### src/exec_pkg.sv
`default_nettype none

package exec_pkg;

   // Widths fixed by RV32 and the IEEE single format.
   localparam int xlen     = 32;
   localparam int flen     = 32;
   localparam int op_width = 5;

   localparam logic [flen-1:0] canonical_nan = 32'h7fc0_0000;

   // Explicit encodings so data files can name an opcode by number.
   typedef enum logic [op_width-1:0] {
      ADD     = 5'd0,
      SUB     = 5'd1,
      AND     = 5'd2,
      OR      = 5'd3,
      XOR     = 5'd4,
      SLL     = 5'd5,
      SRL     = 5'd6,
      SRA     = 5'd7,
      SLT     = 5'd8,
      SLTU    = 5'd9,
      LUI     = 5'd10,
      AUIPC   = 5'd11,
      JAL     = 5'd12,
      JALR    = 5'd13,
      BEQ     = 5'd14,
      BNE     = 5'd15,
      BLT     = 5'd16,
      BGE     = 5'd17,
      BLTU    = 5'd18,
      BGEU    = 5'd19,
      FSGNJ   = 5'd20,
      FSGNJN  = 5'd21,
      FSGNJX  = 5'd22,
      FMIN    = 5'd23,
      FMAX    = 5'd24,
      FEQ     = 5'd25,
      FLT     = 5'd26,
      FLE     = 5'd27,
      FMV_X_W = 5'd28,
      FMV_W_X = 5'd29
   } exec_op_e;

   // Decoded instruction with its operands already read.
   typedef struct packed {
      exec_op_e        op;
      logic [xlen-1:0] pc;
      logic [xlen-1:0] imm;
      logic [xlen-1:0] rs1;
      logic [xlen-1:0] rs2;
      logic [flen-1:0] frs1;
      logic [flen-1:0] frs2;
   } exec_req_t;

   typedef struct packed {
      logic [xlen-1:0] result;
      logic            jump_taken;
      logic [xlen-1:0] jump_dest;
   } exec_resp_t;

   // Opcodes served by the float unit.
   function automatic logic is_float_op(exec_op_e op);
      return op inside {FSGNJ, FSGNJN, FSGNJX, FMIN, FMAX,
                        FEQ, FLT, FLE, FMV_X_W, FMV_W_X};
   endfunction

endpackage

`default_nettype wire

### src/alu.sv
`timescale 1ns/10ps
`default_nettype none

module alu
   import exec_pkg::*;
(
   input  wire exec_req_t       req,
   output logic [xlen-1:0]      result,
   output logic                 branch_cond
);

   logic [4:0]      shamt;
   logic            lt_signed;
   logic            lt_unsigned;
   logic            equal;
   logic [xlen-1:0] link;

   assign shamt       = req.rs2[4:0];
   assign lt_signed   = $signed(req.rs1) < $signed(req.rs2);
   assign lt_unsigned = req.rs1 < req.rs2;
   assign equal       = req.rs1 == req.rs2;

   // Return address for both jump forms.
   assign link = req.pc + 32'd4;

   always_comb begin
      result = '0;
      case (req.op)
         ADD: begin
            result = req.rs1 + req.rs2;
         end
         SUB: begin
            result = req.rs1 - req.rs2;
         end
         AND: begin
            result = req.rs1 & req.rs2;
         end
         OR: begin
            result = req.rs1 | req.rs2;
         end
         XOR: begin
            result = req.rs1 ^ req.rs2;
         end
         SLL: begin
            result = req.rs1 << shamt;
         end
         SRL: begin
            result = req.rs1 >> shamt;
         end
         SRA: begin
            result = $unsigned($signed(req.rs1) >>> shamt);
         end
         SLT: begin
            result = {{(xlen-1){1'b0}}, lt_signed};
         end
         SLTU: begin
            result = {{(xlen-1){1'b0}}, lt_unsigned};
         end
         LUI: begin
            result = req.imm;
         end
         AUIPC: begin
            result = req.pc + req.imm;
         end
         JAL, JALR: begin
            result = link;
         end
         default: begin
            // Branches and float ops leave the integer result at zero.
            result = '0;
         end
      endcase
   end

   // Branch condition, low for anything that is not a branch.
   always_comb begin
      case (req.op)
         BEQ:     branch_cond = equal;
         BNE:     branch_cond = !equal;
         BLT:     branch_cond = lt_signed;
         BGE:     branch_cond = !lt_signed;
         BLTU:    branch_cond = lt_unsigned;
         BGEU:    branch_cond = !lt_unsigned;
         default: branch_cond = 1'b0;
      endcase
   end

endmodule

`default_nettype wire

### src/execute.sv
`timescale 1ns/10ps
`default_nettype none

module execute
   import exec_pkg::*;
(
   input  wire              clk,
   input  wire              rstn,

   input  wire              in_valid,
   output logic             in_ready,
   input  wire exec_req_t   in_req,

   output logic             out_valid,
   input  wire              out_ready,
   output exec_resp_t       out_resp
);

   logic [xlen-1:0] alu_result;
   logic            branch_cond;
   logic [flen-1:0] fpu_result;

   logic            is_jal;
   logic            is_jalr;
   logic [xlen-1:0] pc_target;
   logic [xlen-1:0] reg_target;
   exec_resp_t      resp_next;

   alu alu_i (
      .req         (in_req),
      .result      (alu_result),
      .branch_cond (branch_cond)
   );

   fpu fpu_i (
      .req    (in_req),
      .result (fpu_result)
   );

   assign is_jal  = in_req.op == JAL;
   assign is_jalr = in_req.op == JALR;

   assign pc_target  = in_req.pc + in_req.imm;
   // JALR drops bit 0 of the sum.
   assign reg_target = (in_req.rs1 + in_req.imm) & ~32'd1;

   always_comb begin
      resp_next.result     = is_float_op(in_req.op) ? fpu_result : alu_result;
      resp_next.jump_taken = is_jal || is_jalr || branch_cond;

      if (is_jalr) begin
         resp_next.jump_dest = reg_target;
      end else if (is_jal || branch_cond) begin
         resp_next.jump_dest = pc_target;
      end else begin
         resp_next.jump_dest = '0;
      end
   end

   // Room for a new item when empty or when the held one leaves now.
   assign in_ready = !out_valid || out_ready;

   always_ff @(posedge clk) begin
      if (rstn) begin
         out_valid <= 1'b0;
      end else if (in_ready) begin
         out_valid <= in_valid;
      end
   end

   // Payload only loads on an accepted request.
   always_ff @(posedge clk) begin
      if (in_valid && in_ready) begin
         out_resp <= resp_next;
      end
   end

endmodule

`default_nettype wire

### src/fpu.sv
`timescale 1ns/10ps
`default_nettype none

module fpu
   import exec_pkg::*;
(
   input  wire exec_req_t       req,
   output logic [flen-1:0]      result
);

   logic            nan1;
   logic            nan2;
   logic            eq;
   logic            lt;
   logic            le;
   logic            min_lt;
   logic [flen-1:0] fmin_val;
   logic [flen-1:0] fmax_val;
   logic            inj_sign;

   // Exponent all ones with a nonzero fraction.
   function automatic logic is_nan(logic [flen-1:0] x);
      return (x[30:23] == 8'hff) && (x[22:0] != '0);
   endfunction

   function automatic logic is_zero(logic [flen-1:0] x);
      return x[30:0] == '0;
   endfunction

   // Ordering of two non-NaN values.
   // With zero_signed set, -0 sorts below +0.
   function automatic logic float_lt(logic [flen-1:0] a, logic [flen-1:0] b,
                                     logic zero_signed);
      logic res;
      if (is_zero(a) && is_zero(b)) begin
         res = zero_signed && a[31] && !b[31];
      end else if (a[31] != b[31]) begin
         res = a[31];
      end else if (!a[31]) begin
         res = a[30:0] < b[30:0];
      end else begin
         res = a[30:0] > b[30:0];
      end
      return res;
   endfunction

   assign nan1 = is_nan(req.frs1);
   assign nan2 = is_nan(req.frs2);

   // Compares yield zero on any NaN.
   assign eq = !nan1 && !nan2 &&
               ((req.frs1 == req.frs2) || (is_zero(req.frs1) && is_zero(req.frs2)));
   assign lt = !nan1 && !nan2 && float_lt(req.frs1, req.frs2, 1'b0);
   assign le = lt || eq;

   assign min_lt = float_lt(req.frs1, req.frs2, 1'b1);

   always_comb begin
      if (nan1 && nan2) begin
         fmin_val = canonical_nan;
         fmax_val = canonical_nan;
      end else if (nan1) begin
         fmin_val = req.frs2;
         fmax_val = req.frs2;
      end else if (nan2) begin
         fmin_val = req.frs1;
         fmax_val = req.frs1;
      end else begin
         fmin_val = min_lt ? req.frs1 : req.frs2;
         fmax_val = min_lt ? req.frs2 : req.frs1;
      end
   end

   // Sign for the injection forms.
   always_comb begin
      case (req.op)
         FSGNJN:  inj_sign = !req.frs2[31];
         FSGNJX:  inj_sign = req.frs1[31] ^ req.frs2[31];
         default: inj_sign = req.frs2[31];
      endcase
   end

   always_comb begin
      case (req.op)
         FSGNJ, FSGNJN, FSGNJX: result = {inj_sign, req.frs1[30:0]};
         FMIN:                  result = fmin_val;
         FMAX:                  result = fmax_val;
         FEQ:                   result = {{(flen-1){1'b0}}, eq};
         FLT:                   result = {{(flen-1){1'b0}}, lt};
         FLE:                   result = {{(flen-1){1'b0}}, le};
         FMV_X_W:               result = req.frs1;
         FMV_W_X:               result = req.rs1;
         default:               result = '0;
      endcase
   end

endmodule

`default_nettype wire

### config.mk
export PLATFORM = sky130hd
export DESIGN_NAME = execute
export DESIGN_NICKNAME = d
export VERILOG_FILES = /design/src/exec_pkg.sv /design/src/alu.sv /design/src/execute.sv /design/src/fpu.sv
export SDC_FILE = /design/constraint.sdc
export NUM_CORES = 1
export LEC_CHECK = 0
export BUFFER_PORTS_ARGS = -buffer_cell sky130_fd_sc_hd__buf_2
export CORE_ASPECT_RATIO = 2
export CORE_UTILIZATION = 65
export CTS_BUF_LIST = sky130_fd_sc_hd__clkbuf_4 sky130_fd_sc_hd__clkbuf_8
export CTS_CLUSTER_DIAMETER = 80
export DETAILED_ROUTE_END_ITERATION = 10
export GPL_ROUTABILITY_DRIVEN = 1
export HOLD_SLACK_MARGIN = 0.15
export PLACE_DENSITY = 0.95
export SETUP_SLACK_MARGIN = 0.02
export SYNTH_ARGS = -nofsm -noshare
export SYNTH_HDL_FRONTEND = slang
export SYNTH_SLANG_ARGS = --single-unit
export TNS_END_PERCENT = 100
### constraint.sdc
create_clock -name clk -period 9.1 [get_ports clk]
set_clock_uncertainty 0.2 [all_clocks]
set_input_delay 1.365 -clock clk [delete_from_list [all_inputs] [get_ports clk]]
set_output_delay 1.365 -clock clk [all_outputs]
set_load 0.02 [all_outputs]
==> impl_metrics.yaml, run 1 <==
outcome:
  outcome: "stopped before the end"
  stop_stage: "global routing (5_1_grt)"
  firstError: "[ERROR GRT-0116] Global routing finished with congestion. Check the congestion regions in the DRC Viewer."
clock_network:
  clock-sinks: 66
  cts_buffer_depth: 2
  ctsResizeCount: 0
  cts_setup_buffers: 0
  root_buffer: "clkbuf_8"
  cts_made_buffers: 9
  postCtsHoldBufs: 0
  cts.htree.levels: 3
yosys:
  yosys_warnings: 0
  syn_nets: 2675
  synth-edff-count: 65
  synth_seq_area_share_pct: 11.6
  netlist_area_mm2: 0.0170
  synth_top_area_share_pct: 14.2
  synthArstFlopShare_pct: 0
  synth-seq-cells: 66
  yosysTopAreaCell: "ha_1"
  synth_area_leaders: "ha_1 (14%), edfxtp_1 (11%), mux4_2 (6.3%), a21oi_1 (5.5%), nor2_1 (5.3%)"
  synth_top_family_by_area: "compound AO/OA/AOI/OAI gates"
  ys.flop_type: "edfxtp_1"
  synth_compound_area_share_pct: 31.4
  synth_fa_ha_area_share_pct: 14.7
  synthXorXnorAreaFrac_pct: 5.45
  postSynthCellCount: 2277
  synth.distinct_cells: 97
  synth_mux_area_share_pct: 9.40
  synthSimpleGateAreaFrac_pct: 20.8
  synth_area_per_cell_um2: 7.48
floorplanning:
  die_w_um: 116
  io_pins: 268
  fp-row-count: 83
  die_h_um: 231
  start_util_pct: 66.1
place:
  routabilityCongestion: 1.37
  dpl.hpwl_um: 59600
  port_buffers: 267
grt:
  grt_pass1_wl_um: 132000
  grt_max_degree: 74
  grt.overflow.total: 14
  grt_pass1_vias: 22700
  grt_usage_pct: 67.5
==> cells by family after synthesis <==
kind of cell | Yosys count
AO/OA/AOI/OAI | 765
AND/OR/NAND/NOR | 752
buffers and inverters | 291
adder cells (fa/ha/maj) | 198
XOR/XNOR | 106
multiplexers | 99
flip-flops | 66
==> synth_stat cells, types with 29 or more instances <==
cell	number
a211oi_1	29
a21o_1	41
a21oi_1	186
a221oi_1	41
clkbuf_1	108
edfxtp_1	65
ha_1	193
inv_1	142
mux2i_1	43
mux4_2	48
nand2_1	186
nand3_1	74
nand4_1	37
nor2_1	241
nor3_1	55
nor4_1	30
o21ai_0	95
xnor2_1	66
xor2_1	40
==> layer usage <==
| metal | GRT usage, % | overflow |
|---|---|---|
| met1 | 67.1 | 0 |
| met4 | 66.0 | 8 |
| met5 | 16.3 | 0 |
| met2 | 83.8 | 6 |
| met3 | 53.0 | 0 |
==> through the flow <==
stage	utilization (%)	cell area, µm²	hold WS (ns)	setup WS, ns	instances
after floorplan	-	17000	0.529	3.63	2277
after global placement	71.7	18500	0.285	3.35	2769
after detailed placement	71.7	18500	0.326	3.20	2769
after CTS	72.6	18700	0.336	3.61	2785
==> inputs of run 2 (changes only) <==
- CORE_ASPECT_RATIO: 2 -> not set
- CORE_UTILIZATION: 65 -> 40
- CTS_BUF_LIST: sky130_fd_sc_hd__clkbuf_4 sky130_fd_sc_hd__clkbuf_8 -> not set
- CTS_CLUSTER_DIAMETER: 80 -> not set
- HOLD_SLACK_MARGIN: 0.15 -> not set
- PLACE_DENSITY: 0.95 -> not set
- PLACE_DENSITY_LB_ADDON: not set -> 0.15
- SETUP_SLACK_MARGIN: 0.02 -> not set
==> impl_metrics.yaml, run 2 <==
critical_path:
  startpoint: "in_req[66]"
  crit_arrival_ns: 5.83
  start_kind: "input pin"
  critPathRequiredTime_ns: 8.98
  r2r_cells: 3
  regToRegStartpoint: "out_valid$_SDFFE_PP0N_"
  crit_type: "in -> reg"
  crit_fanout: 66
  endpoint_kind: "register"
yosys:
  postSynthCellCount: 2277
  synth_area_per_cell_um2: 7.48
  synth-edff-count: 65
  yosysMostFrequentCell: "nor2_1"
  yosysTopAreaCell: "ha_1"
  synth_area_leaders: "ha_1 (14%), edfxtp_1 (11%), mux4_2 (6.3%), a21oi_1 (5.5%), nor2_1 (5.3%)"
  syn_nets: 2675
  synth_top_area_share_pct: 14.2
  synthArstFlopShare_pct: 0
  synth.distinct_cells: 97
  netlist_area_mm2: 0.0170
  synth-seq-cells: 66
  synth_seq_area_share_pct: 11.6
  yosys_warnings: 0
  synth_common_cells: "nor2_1 (241), ha_1 (193), a21oi_1 (186), nand2_1 (186), inv_1 (142)"
  ys.flop_type: "edfxtp_1"
clock_network:
  postCtsHoldBufs: 0
  cts_buffer_depth: 2
  clk_latency_ns: 0.37
  clock-sinks: 66
  cts_tree: "yes"
  cts.htree.levels: 3
  root_buffer: "clkbuf_16"
  ctsResizeCount: 0
  cts_setup_buffers: 0
  path_clk_slew_ns: 0.06
  cts_made_buffers: 9
route:
  vias_per_cell: 6.91
  drtPass1Iterations: 10
  via_count: 20600
  drtIter0Drc: 3041
  drc: 0
  wirelength_um: 93500
  avgRoutedWirePerCell_um: 31.3
  drtAntennaViolNets: 0
worst_hold_path:
  holdCritStartpoint: "out_valid$_SDFFE_PP0N_"
  hp-class: "reg -> reg"
  holdPathStages: 2
place:
  port_buffers: 267
  dpl.hpwl_um: 74000
  routabilityCongestion: 1.06
  place_ws_ns: 2.83
sta:
  final-hold-violation-count: 0
  tightest_slew_ns: 1.15
  fmax_mhz: 168
  min_period_ns: 5.95
  drv_slew: 0
  rsz0062_at_grt: "no"
  tns_ns: 0
  timing.final.crit_share_pct: 65.4
  timing.final.ws_setup_ns: 3.15
  max-slew-margin-rel_pct: 22.9
  setup_viol: 0
final_layout:
  largest-register: "out_resp"
  fin_nets: 2842
  top_regs: "out_resp: 65 flops, out_valid: 1 flops"
  antenna_cells: 0
  drive_gt1_share_pct: 16.5
  layout_commonest_cell: "buf_2"
  largest_reg_flops: 65
  syn2layout_area_growth_pct: 12.1
  final_cell_mix: "buf_2 (265), nor2_1 (236), ha_1 (193)"
outcome:
  outcome: "finished clean"
power:
  power.switching_mw: 0.950
  peakVddDrop_mv: 0.0950
  p_comb_share_pct: 58.5
  p_leak_nw: 8.20
  p_int_mw: 1.05
  power_density_mw_per_mm2: 105
  pwr-share-clk_pct: 22.0
  switching_share_pct: 47.5
  seq_power_share_pct: 19.5
grt:
  grt_pass1_wl_um: 134000
  grt_usage_pct: 42.0
  grt_max_degree: 73
  grt_pass1_vias: 19000
  antenna_found_initial: 2
  grt.overflow.total: 0
floorplanning:
  io_pins: 268
  die_h_um: 208
  start_util_pct: 40.6
  fp-row-count: 75
  core_mm2: 0.0419
  design.die.area_mm2: 0.0434
  die_w_um: 208
run:
  drv_cap: 0
==> run 2: layout make-up <==
class,count,area (µm²)
Clock buffer,9,225
Sequential cell,66,1970
Timing Repair Buffer,297,1570
Clock inverter,7,124
Multi-Input combinational cell,1920,14000
Tap cell,539,674
Inverter,150,563
Fill cell,4376,22800
==> run 2: logic make-up after synthesis <==
logic type | after synthesis | share of synthesized area (%)
AND/OR/NAND/NOR | 752 | 20.8
multiplexers | 99 | 9.40
XOR/XNOR | 106 | 5.45
AO/OA/AOI/OAI | 765 | 31.4
buffers and inverters | 291 | 6.63
adder cells (fa/ha/maj) | 198 | 14.7
flip-flops | 66 | 11.6
==> run 2: metal layers <==
metal / global-route usage (%) / wire [µm] / up-vias
met2: 63.3 / 40000 / 1449
met3: 9.95 / 11400 / 169
li1: - / - / 9043
met1: 58.2 / 38900 / 9974
met5: 0 / 0 / -
met4: 14.1 / 3290 / 0
==> run 2: final timing paths <==
check	end	slack, ns
max	out_resp[28]$_DFFE_PP_	3.15
min	out_valid$_SDFFE_PP0N_	0.34
max reg2reg	out_resp[61]$_DFFE_PP_	7.12
min reg2reg	out_valid$_SDFFE_PP0N_	0.34
==> run 2: power by group through the flow <==
stage	Sequential, mW	Clock, mW	Combinational, mW
final	0.391	0.440	1.17
after CTS	0.391	0.443	1.13
after detailed placement	0.397	0	1.12
after global routing	0.393	0.449	1.24
after floorplan	0.435	0	0.664
after global placement	0.397	0	1.12
==> run 2: per-stage QoR <==
stage	hold slack, ns	power, mW	cell area [µm²]	instances	utilization [%]
finish	0.336	2.00	19100	2988	45.5
global route	0.372	2.08	19100	2988	45.5
CTS	0.338	1.96	19100	2988	45.5
detailed placement	0.329	1.52	18700	2972	44.7
global placement	0.283	1.52	18700	2972	44.7
floorplan	0.529	1.10	17000	2277	-
==> run 2: critical path: stages <==
cell	delay [ns]
buf_2	0.09
buf_4	0.33
inv_2	0.14
buf_4	0.55
ha_1	0.35
o311a_1	0.27
o211ai_2	0.13
a2111oi_1	0.70
nor3_4	0.12
nor2_2	0.24
a221oi_4	0.13
mux2i_1	0.21
nor3_4	0.95
o22ai_1	0.20
(Power assumes the default switching activity.)
